## config.mk

```make
export PLATFORM = sky130hd
export DESIGN_NAME = ring_top
export DESIGN_NICKNAME = d
export VERILOG_FILES = /design/src/timer_pkg.sv /design/src/ring_pkg.sv /design/src/frame_tx.sv /design/src/frame_rx.sv /design/src/ring_node.sv /design/src/sync_master.sv /design/src/ring_top.sv
export SDC_FILE = /design/constraint.sdc
export NUM_CORES = 2
export LEC_CHECK = 0
export BUFFER_PORTS_ARGS = -buffer_cell sky130_fd_sc_hd__buf_2
export CAP_MARGIN = 10
export CORE_ASPECT_RATIO = 2
export CORE_MARGIN = 2
export CORE_UTILIZATION = 63
export DETAILED_ROUTE_END_ITERATION = 10
export PLACE_DENSITY = 0.89
export SLEW_MARGIN = 20
export SYNTH_ARGS = -nofsm -noshare
export SYNTH_HDL_FRONTEND = slang
export SYNTH_HIERARCHICAL = 1
export SYNTH_SLANG_ARGS = --single-unit
```

## constraint.sdc

```tcl
create_clock -name clk -period 13.36 [get_ports clk]
set_input_delay 1.336 -clock clk [delete_from_list [all_inputs] [get_ports clk]]
set_output_delay 1.336 -clock clk [all_outputs]
set_load 0.02 [all_outputs]
```

## src/timer_pkg.sv

```systemverilog
package timer_pkg;

    // ----------------------------------------------------------------------
    // timebase
    // ----------------------------------------------------------------------

    localparam int TIMER_WIDTH = 64;

    typedef logic [TIMER_WIDTH-1:0] time_t;

    // cycles between sync triggers
    localparam logic [15:0] SYNC_PERIOD = 16'd200;

    // ----------------------------------------------------------------------
    // ring geometry
    // ----------------------------------------------------------------------

    localparam int NODES = 4;       // relay nodes between master out and in

    // hop count field, one per node passed
    localparam int HOP_WIDTH = 8;

endpackage

```

## src/ring_pkg.sv

```systemverilog
package ring_pkg;

    // byte position within a frame
    typedef logic [3:0] pos_t;

    localparam int FRAME_LEN = 11;

    // ----------------------------------------------------------------------
    // frame byte layout
    // ----------------------------------------------------------------------

    localparam pos_t POS_OP   = 4'd0;
    localparam pos_t POS_HOP  = 4'd1;
    localparam pos_t POS_TIME = 4'd2;     // bytes 2..9, lsb first
    localparam pos_t POS_SUM  = 4'd10;

    // ----------------------------------------------------------------------
    // opcodes
    // ----------------------------------------------------------------------

    typedef enum logic [7:0] {
        OP_SYNC    = 8'h10,     // nodes load their timers
        OP_MEASURE = 8'h20      // relay only
    } frame_op_e;

    // ----------------------------------------------------------------------
    // checksum
    // ----------------------------------------------------------------------

    // xor of bytes 0..9 starting from this seed
    localparam logic [7:0] SUM_SEED = 8'h00;

endpackage

```

## src/frame_tx.sv

```systemverilog
`timescale 1ns/10ps

module frame_tx (
    input  logic                clk,
    input  logic                reset,
    input  logic                start,
    input  ring_pkg::frame_op_e op,
    input  timer_pkg::time_t    stamp,
    output logic                tx_first,
    output logic                tx_last,
    output logic [7:0]          tx_data,
    output logic                tx_valid,
    output timer_pkg::time_t    sent_stamp
);
    import timer_pkg::*;
    import ring_pkg::*;

    logic       busy;
    logic       launch;
    pos_t       pos;        // next byte to drive
    time_t      stamp_q;
    logic [7:0] sum;
    logic [7:0] next_byte;

    assign launch     = start && !busy;   // a trigger mid-frame is dropped
    assign sent_stamp = stamp_q;

    always_comb begin
        if (pos == POS_HOP) begin
            next_byte = '0;     // master is hop 0
        end else if (pos < POS_SUM) begin
            next_byte = stamp_q[(pos - POS_TIME) * 8 +: 8];
        end else begin
            next_byte = sum;
        end
    end

    always_ff @(posedge clk) begin
        if (reset) begin
            busy     <= 1'b0;
            pos      <= POS_OP;
            tx_valid <= 1'b0;
            tx_first <= 1'b0;
            tx_last  <= 1'b0;
        end else begin
            tx_first <= 1'b0;
            tx_last  <= 1'b0;
            if (launch) begin
                busy     <= 1'b1;
                pos      <= POS_HOP;
                tx_valid <= 1'b1;
                tx_first <= 1'b1;
            end else if (busy) begin
                tx_valid <= 1'b1;
                tx_last  <= (pos == POS_SUM);
                pos      <= pos + 4'd1;
                if (pos == POS_SUM) busy <= 1'b0;
            end else begin
                tx_valid <= 1'b0;
            end
        end
    end

    // opcode goes straight out as payload byte 0
    always_ff @(posedge clk) begin
        if (launch) begin
            stamp_q <= stamp;
            tx_data <= op;
            sum     <= SUM_SEED ^ op;
        end else if (busy) begin
            tx_data <= next_byte;
            sum     <= sum ^ next_byte;
        end
    end

endmodule

```

## src/frame_rx.sv

```systemverilog
`timescale 1ns/10ps

module frame_rx (
    input  logic        clk,
    input  logic        reset,
    input  logic        tx_start,
    input  logic        rx_first,
    input  logic        rx_last,
    input  logic [7:0]  rx_data,
    input  logic        rx_valid,
    output logic        frame_done,
    output logic        rx_error,
    output logic        lost,
    output logic [15:0] ring_delay
);
    import timer_pkg::*;
    import ring_pkg::*;

    typedef enum logic [1:0] {
        IDLE,
        WAIT,       // frame out on the ring
        RECV        // frame coming back
    } state_e;

    state_e      state;
    logic [15:0] delay_cnt;
    pos_t        pos;
    logic [7:0]  sum;
    logic        bad;
    logic        op_bad;
    logic        byte_bad;
    logic        head;
    logic        frame_end;

    assign head = (state == WAIT) && rx_valid && rx_first;

    // ----------------------------------------------------------------------
    // per byte checks
    // ----------------------------------------------------------------------

    always_comb begin
        op_bad = !(rx_data == OP_SYNC || rx_data == OP_MEASURE) || rx_last;

        byte_bad = rx_first || (rx_last != (pos == POS_SUM));
        if (pos == POS_HOP && rx_data != HOP_WIDTH'(NODES)) byte_bad = 1'b1;
        if (pos == POS_SUM && rx_data != sum) byte_bad = 1'b1;

        frame_end = (state == RECV) && rx_valid && (rx_last || pos == POS_SUM);
    end

    always_ff @(posedge clk) begin
        if (reset) begin
            state      <= IDLE;
            frame_done <= 1'b0;
            rx_error   <= 1'b0;
            lost       <= 1'b0;
            ring_delay <= '0;
        end else begin
            frame_done <= 1'b0;
            rx_error   <= 1'b0;
            lost       <= 1'b0;
            if (tx_start) begin
                lost  <= (state != IDLE);   // previous frame never came back
                state <= WAIT;
            end else if (head) begin
                state      <= RECV;
                ring_delay <= delay_cnt;
            end else if (frame_end) begin
                state      <= IDLE;
                frame_done <= 1'b1;
                rx_error   <= bad || byte_bad;
            end
        end
    end

    always_ff @(posedge clk) begin
        if (tx_start) begin
            delay_cnt <= 16'd1;
        end else if (state == WAIT) begin
            delay_cnt <= delay_cnt + 16'd1;
        end

        if (head) begin
            pos <= POS_HOP;
            sum <= SUM_SEED ^ rx_data;
            bad <= op_bad;
        end else if (state == RECV && rx_valid) begin
            pos <= pos + 4'd1;
            sum <= sum ^ rx_data;
            bad <= bad || byte_bad;
        end
    end

endmodule

```

## src/ring_node.sv

```systemverilog
`timescale 1ns/10ps

module ring_node (
    input  logic             clk,
    input  logic             reset,
    input  logic             rx_first,
    input  logic             rx_last,
    input  logic [7:0]       rx_data,
    input  logic             rx_valid,
    output logic             tx_first,
    output logic             tx_last,
    output logic [7:0]       tx_data,
    output logic             tx_valid,
    output timer_pkg::time_t local_time,
    output logic             synced
);
    import timer_pkg::*;
    import ring_pkg::*;

    pos_t                 pos;
    pos_t                 cur_pos;
    logic [HOP_WIDTH-1:0] hop_q;
    logic [7:0]           op_q;
    logic [7:0]           sum_q;
    time_t                stamp_q;
    logic [7:0]           out_byte;
    logic                 sync_end;

    assign cur_pos  = rx_first ? POS_OP : pos;
    assign sync_end = rx_valid && (cur_pos == POS_SUM) && (op_q == OP_SYNC);

    always_comb begin
        out_byte = rx_data;
        if (cur_pos == POS_HOP) begin
            out_byte = rx_data + 8'd1;
        end else if (cur_pos == POS_SUM) begin
            out_byte = rx_data ^ hop_q ^ (hop_q + 8'd1);   // patch for new hop
        end
    end

    always_ff @(posedge clk) begin
        if (reset) begin
            pos        <= POS_OP;
            tx_valid   <= 1'b0;
            tx_first   <= 1'b0;
            tx_last    <= 1'b0;
            local_time <= '0;
            synced     <= 1'b0;
        end else begin
            tx_valid <= rx_valid;
            tx_first <= rx_valid && rx_first;
            tx_last  <= rx_valid && rx_last;
            if (rx_valid && cur_pos != 4'hf) pos <= cur_pos + 4'd1;
            // stamp was byte 0 time, we are hop + 10 later, +1 for this register
            if (sync_end && sum_q == rx_data) begin
                local_time <= stamp_q + time_t'(hop_q) + time_t'(FRAME_LEN);
            end else begin
                local_time <= local_time + 1'b1;
            end
            if (sync_end) synced <= 1'b1;
        end
    end

    // ----------------------------------------------------------------------
    // relay data and field capture
    // ----------------------------------------------------------------------

    always_ff @(posedge clk) begin
        tx_data <= out_byte;
        if (rx_valid) begin
            sum_q <= (cur_pos == POS_OP) ? (SUM_SEED ^ rx_data) : (sum_q ^ rx_data);
            if (cur_pos == POS_OP) op_q <= rx_data;
            if (cur_pos == POS_HOP) hop_q <= rx_data;
            if (cur_pos >= POS_TIME && cur_pos < POS_SUM) begin
                stamp_q[(cur_pos - POS_TIME) * 8 +: 8] <= rx_data;
            end
        end
    end

endmodule

```

## src/sync_master.sv

```systemverilog
`timescale 1ns/10ps

module sync_master (
    input  logic             clk,
    input  logic             reset,
    input  logic             force_renew,
    output timer_pkg::time_t master_time,
    output logic             tx_first,
    output logic             tx_last,
    output logic [7:0]       tx_data,
    output logic             tx_valid,
    input  logic             rx_first,
    input  logic             rx_last,
    input  logic [7:0]       rx_data,
    input  logic             rx_valid,
    output logic             frame_done,
    output logic             rx_error,
    output logic             lost,
    output logic [15:0]      ring_delay
);
    import timer_pkg::*;
    import ring_pkg::*;

    time_t       timer_q;
    logic [15:0] period_cnt;
    logic        trigger;
    logic        renew;
    frame_op_e   tx_op;
    time_t       sent_stamp;
    logic        tx_start;

    assign master_time = timer_q;
    assign tx_op       = renew ? OP_SYNC : OP_MEASURE;
    assign tx_start    = tx_valid && (timer_q == sent_stamp);  // byte 0 of the frame

    // ----------------------------------------------------------------------
    // timer, period and renew control
    // ----------------------------------------------------------------------

    always_ff @(posedge clk) begin
        if (reset) begin
            timer_q    <= '0;
            period_cnt <= '0;
            trigger    <= 1'b0;
            renew      <= 1'b1;     // first frame is always sync
        end else begin
            timer_q <= timer_q + 1'b1;
            trigger <= (period_cnt == SYNC_PERIOD - 16'd1);
            if (period_cnt == SYNC_PERIOD - 16'd1) begin
                period_cnt <= '0;
            end else begin
                period_cnt <= period_cnt + 16'd1;
            end
            if (force_renew) begin
                renew <= 1'b1;
            end else if (trigger) begin
                renew <= 1'b0;
            end
        end
    end

    frame_tx u_frame_tx (
        .clk        (clk),
        .reset      (reset),
        .start      (trigger),
        .op         (tx_op),
        .stamp      (timer_q + 1'b1),     // time when byte 0 leaves
        .tx_first   (tx_first),
        .tx_last    (tx_last),
        .tx_data    (tx_data),
        .tx_valid   (tx_valid),
        .sent_stamp (sent_stamp)
    );

    frame_rx u_frame_rx (
        .clk        (clk),
        .reset      (reset),
        .tx_start   (tx_start),
        .rx_first   (rx_first),
        .rx_last    (rx_last),
        .rx_data    (rx_data),
        .rx_valid   (rx_valid),
        .frame_done (frame_done),
        .rx_error   (rx_error),
        .lost       (lost),
        .ring_delay (ring_delay)
    );

endmodule

```

## src/ring_top.sv

```systemverilog
`timescale 1ns/10ps

module ring_top (
    input  logic                                    clk,
    input  logic                                    reset,
    input  logic                                    force_renew,
    output timer_pkg::time_t                        master_time,
    output timer_pkg::time_t [timer_pkg::NODES-1:0] node_time,
    output logic [timer_pkg::NODES-1:0]             node_synced,
    output logic                                    ring_tx_first,
    output logic                                    ring_tx_last,
    output logic [7:0]                              ring_tx_data,
    output logic                                    ring_tx_valid,
    input  logic                                    ring_rx_first,
    input  logic                                    ring_rx_last,
    input  logic [7:0]                              ring_rx_data,
    input  logic                                    ring_rx_valid,
    output logic                                    frame_done,
    output logic                                    rx_error,
    output logic                                    lost,
    output logic [15:0]                             ring_delay
);
    import timer_pkg::*;

    // link i feeds node i, link NODES leaves the chip
    logic [NODES:0]      link_first;
    logic [NODES:0]      link_last;
    logic [NODES:0][7:0] link_data;
    logic [NODES:0]      link_valid;

    sync_master u_sync_master (
        .clk         (clk),
        .reset       (reset),
        .force_renew (force_renew),
        .master_time (master_time),
        .tx_first    (link_first[0]),
        .tx_last     (link_last[0]),
        .tx_data     (link_data[0]),
        .tx_valid    (link_valid[0]),
        .rx_first    (ring_rx_first),
        .rx_last     (ring_rx_last),
        .rx_data     (ring_rx_data),
        .rx_valid    (ring_rx_valid),
        .frame_done  (frame_done),
        .rx_error    (rx_error),
        .lost        (lost),
        .ring_delay  (ring_delay)
    );

    for (genvar i = 0; i < NODES; i++) begin : g_node
        ring_node u_ring_node (
            .clk        (clk),
            .reset      (reset),
            .rx_first   (link_first[i]),
            .rx_last    (link_last[i]),
            .rx_data    (link_data[i]),
            .rx_valid   (link_valid[i]),
            .tx_first   (link_first[i+1]),
            .tx_last    (link_last[i+1]),
            .tx_data    (link_data[i+1]),
            .tx_valid   (link_valid[i+1]),
            .local_time (node_time[i]),
            .synced     (node_synced[i])
        );
    end

    assign ring_tx_first = link_first[NODES];
    assign ring_tx_last  = link_last[NODES];
    assign ring_tx_data  = link_data[NODES];
    assign ring_tx_valid = link_valid[NODES];

endmodule

```

==> summary.md <==
| Metric | Value |
|---|---|
| Power density over the cells | `96.52 nW/um2` |
| Slowest CP cell | `nor3_1` |
| Full die area | `82,260 um2` |
| Die Y | `403.6 um` |
| Mean Syn Cell Area | `9.449 um2` |
| Hold_buf cts | `0` |
| Num CTS Buffers | `80` |
| Final Core Density | `0.7026` |
| Drt drc | `0` |
| Die Span X | `203.8 um` |
| Post-synth EDFFs | `441` |
| Post-Syn Instances | `5,324` |
| Max-slew violations | `0` |
| Hold Vio Cnt, Final | `0` |
| Setup violations, final | `0` |
| Max VDD drop | `112.2 uV` |
| Least-Margin Pin Slew | `1.237 ns` |
| TritonCTS clock tree | `yes` |
| Total grt overflow | `0` |
| Critical path required time | `13.66 ns` |
| Most frequent CP cell | `ha_1` |
| Final wirelength | `145.9 mm` |
| CP Launch Type | `register` |
| Iter 0 DRT Violations | `3,884` |
| Fmax | `197.7 MHz` |
| Core area | `79,100 um2` |
| Vias | `43.03k` |
| Clk sinks | `892` |
| Crit. End Element | `register` |
| Cell Area, Synth | `50,310 um2` |
| Share of layout cells above drive strength 1 | `0.1248` |
| Yosys warning total | `6` |
| DR WL/cell | `21.87 um` |
| Crit path kind | `register to register` |
| H-tree Lvls | `3` |
| TritonRoute pass-1 iters | `6` |
| Mux contribution to synthesized area | `0.01035` |
| Initial antenna violation count | `1` |
| Period utilization | `0.3786` |
| Post-synthesis share of cell area spent on xor and xnor gates | `0.1109` |
| Crit path cell chain | `nand2b_1 > ha_1 > and2_1 > o21ai_1 > or3_1 > ha_1 > or4b_2 > nor4_1 > o221ai_1 > nor3_1` |
| FFs w/ async S/R, synth | `0` |
| Max-cap violation count | `0` |
| Critical Path Fanout Max | `17` |
| Resized cells post-CTS | `0` |
| Most used DFF post-synth | `dfxtp_1` |
| WP data arrival | `5.36 ns` |
| Post-synthesis adder-cell area fraction | `0.03691` |
| Unrepaired setup endpoints after global routing | `false` |
| Hpwl dp | `107.5 mm` |
| Post-synth cell types | `112` |
| Io pins | `368` |
| Placed insts | `6,519` |
| Rel. slew slack | `0.1755` |
| Clock Pin Slew Worst Setup and Hold Paths | `0.07 ns` |
| Simple-gate share of the synthesized area | `0.2485` |
| Outcome | `finished clean` |
| Register area share after synthesis | `0.4427` |
| Antenna-violating nets left | `0` |
| Power Total | `0.005364 W` |
| Routability cong. | `1.039` |
| Count of buffers from port buffering | `367` |
| Fillers | `5,848` |
| Yosys reg bits | `892` |
| Lkg Pwr | `20.41 nW` |
| Skew final | `0.03021 ns` |
| Slowest Stage Delay on Critical Path | `1.00 ns` |
| Largest net degree at the start of global routing | `88` |
| Setup TNS | `0 ns` |
| Post-synthesis compound-gate area fraction | `0.1140` |
| First-pass GRT wire length | `224.7 mm` |
| Fin crit period | `5.058 ns` |
| Hold/Removal Path Class | `register to register` |
| Largest family of logic cells by synthesized area | `simple AND/OR/NAND/NOR gates` |
| Area Growth Syn to Fin | `10.47%` |
| Clk_lat worst skew | `0.68 ns` |
| Root Buffer | `clkbuf_16` |
| Layout net count | `5,726` |
| Vias per Instance | `6.451` |
| Clock buffer depth | `3` |
| Initial Util | `0.6360` |
| Aggregate global-route resource usage | `0.3483` |
| Num rows | `146` |
| Post-route insts no fill | `6,671` |
| Vias in the first global route | `41.58k` |
| Post-CTS Setup Bufs | `0` |
## worst max-delay path: cells and delay by family (launching register included)
family | cells | cell delay (ns)
AOI/OAI and AO/OA | 2 | 0.75
adders and majority gates | 2 | 0.51
DFF | 1 | 0.63
and+or+nand+nor | 6 | 2.77
## Yosys cell counts, types with 10 or more instances
cell / count / share of area
nor4_2: 10 / 0.0025
a211oi_1: 173 / 0.026
o31a_1: 36 / 0.0063
a31oi_1: 32 / 0.0040
xnor2_1: 386 / 0.067
nand3_1: 246 / 0.024
xor2_1: 251 / 0.044
nor4_1: 145 / 0.018
o21ai_1: 18 / 0.0018
o211ai_1: 18 / 0.0027
a211oi_2: 12 / 0.0030
o21ai_0: 97 / 0.0097
nand3b_1: 11 / 0.0016
ha_1: 142 / 0.035
buf_2: 50 / 0.0050
a2111oi_0: 12 / 0.0021
and3_1: 95 / 0.012
o22ai_1: 37 / 0.0046
buf_1: 13 / 0.00097
dfxtp_1: 451 / 0.18
a21oi_1: 190 / 0.019
nor2_1: 505 / 0.038
o31ai_1: 33 / 0.0049
o21a_1: 15 / 0.0022
a21o_1: 30 / 0.0045
inv_1: 179 / 0.013
nand2b_1: 39 / 0.0048
or3_1: 59 / 0.0073
or2_2: 22 / 0.0027
nor4b_1: 12 / 0.0021
nor3_1: 171 / 0.017
clkbuf_1: 185 / 0.014
nor2b_1: 70 / 0.0087
mux2i_1: 25 / 0.0050
or4_1: 25 / 0.0037
o2111ai_1: 11 / 0.0019
and2_1: 145 / 0.018
nand2_1: 435 / 0.032
edfxtp_1: 441 / 0.26
nand4_1: 204 / 0.025
a2111oi_2: 16 / 0.0048
and4_1: 61 / 0.011
## registers in the layout, indices dropped and copies added (netlist names), 2 cells and up
name,count
g_node.u_ring_node/hop_q,32
g_node.u_ring_node/local_time,256
g_node.u_ring_node/op_q,32
g_node.u_ring_node/pos,16
g_node.u_ring_node/stamp_q,256
g_node.u_ring_node/sum_q,32
g_node.u_ring_node/synced,4
g_node.u_ring_node/tx_data,32
g_node.u_ring_node/tx_first,4
g_node.u_ring_node/tx_last,4
g_node.u_ring_node/tx_valid,4
u_sync_master/master_time,64
u_sync_master/period_cnt,16
u_sync_master/u_frame_rx/delay_cnt,16
u_sync_master/u_frame_rx/pos,4
u_sync_master/u_frame_rx/ring_delay,16
u_sync_master/u_frame_rx/state,2
u_sync_master/u_frame_rx/sum,8
u_sync_master/u_frame_tx/pos,4
u_sync_master/u_frame_tx/sent_stamp,64
u_sync_master/u_frame_tx/sum,8
u_sync_master/u_frame_tx/tx_data,8
## metrics by stage
step | hold slack [ns] | setup slack (ns) | area, um2
after CTS | 0.4519 | 8.445 | 55540
after global placement | 0.4239 | 8.617 | 52740
after global routing | 0.4687 | 8.093 | 55570
final | 0.4505 | 8.302 | 55570
after floorplan | 0.4057 | 8.624 | 50330
after detailed placement | 0.4391 | 8.451 | 52750
## layout by cell type (no fill, tap or decap), drive strengths merged, types with 178 or more instances in the layout
master,instances
nor3,178
a21oi,193
buf,415
a211oi,185
xor2,251
inv,191
nand2,436
nand3,249
nand4,216
nor2,507
dfxtp,451
edfxtp,441
xnor2,386
## where the power goes
part	switching, W	internal (W)	leakage [nW]	total (W)
clock network	0.00106	0.00140	1.35	0.00246
logic	0.0000392	0.0000140	11.3	0.0000531
registers	0.00000627	0.00285	7.75	0.00285
total	0.00111	0.00426	20.4	0.00536
## cell type report
cell class,count,area (um2),share of cell area
Timing Repair Buffer,416,2215,0.03985
Clock inverter,57,615.6,0.01108
Tap cell,1036,1296,0.02332
Multi-Input combinational cell,3994,26310,0.4735
Inverter,182,683.2,0.01229
Antenna cell,1,2.502,0.00004503
Sequential cell,892,22270,0.4008
Clock buffer,93,2178,0.03920
## layer usage
metal  global-route usage  part of all wire
met5                    0                 0
met4               0.2742             0.088
met3              0.07425             0.072
met2               0.6356              0.52
met1               0.3343              0.32
## final timing paths
kind / from / slack [ns] / cells past startpoint / end
worst min-delay path: u_sync_master/period_cnt[0] / 0.45 / 1 / u_sync_master/period_cnt[0]
worst max register to register: g_node[1].u_ring_node/tx_first / 8.30 / 10 / g_node[2].u_ring_node/stamp_q[44]
worst min register to register: u_sync_master/period_cnt[0] / 0.45 / 1 / u_sync_master/period_cnt[0]
worst max-delay path: g_node[1].u_ring_node/tx_first / 8.30 / 10 / g_node[2].u_ring_node/stamp_q[44]
## kinds of logic (layout without fill, tap and decap cells)
kind of cell               Yosys count  in the layout
buffers and inverters              445            748
DFF                                892            892
muxes                               42             42
AOI/OAI and AO/OA                  818            818
other                                1              9
adders and majority gates          146            146
and+or+nand+nor                   2343           2343
xor gates and xnor gates           637            637
Note: power is estimated with default switching activity, not from simulation.
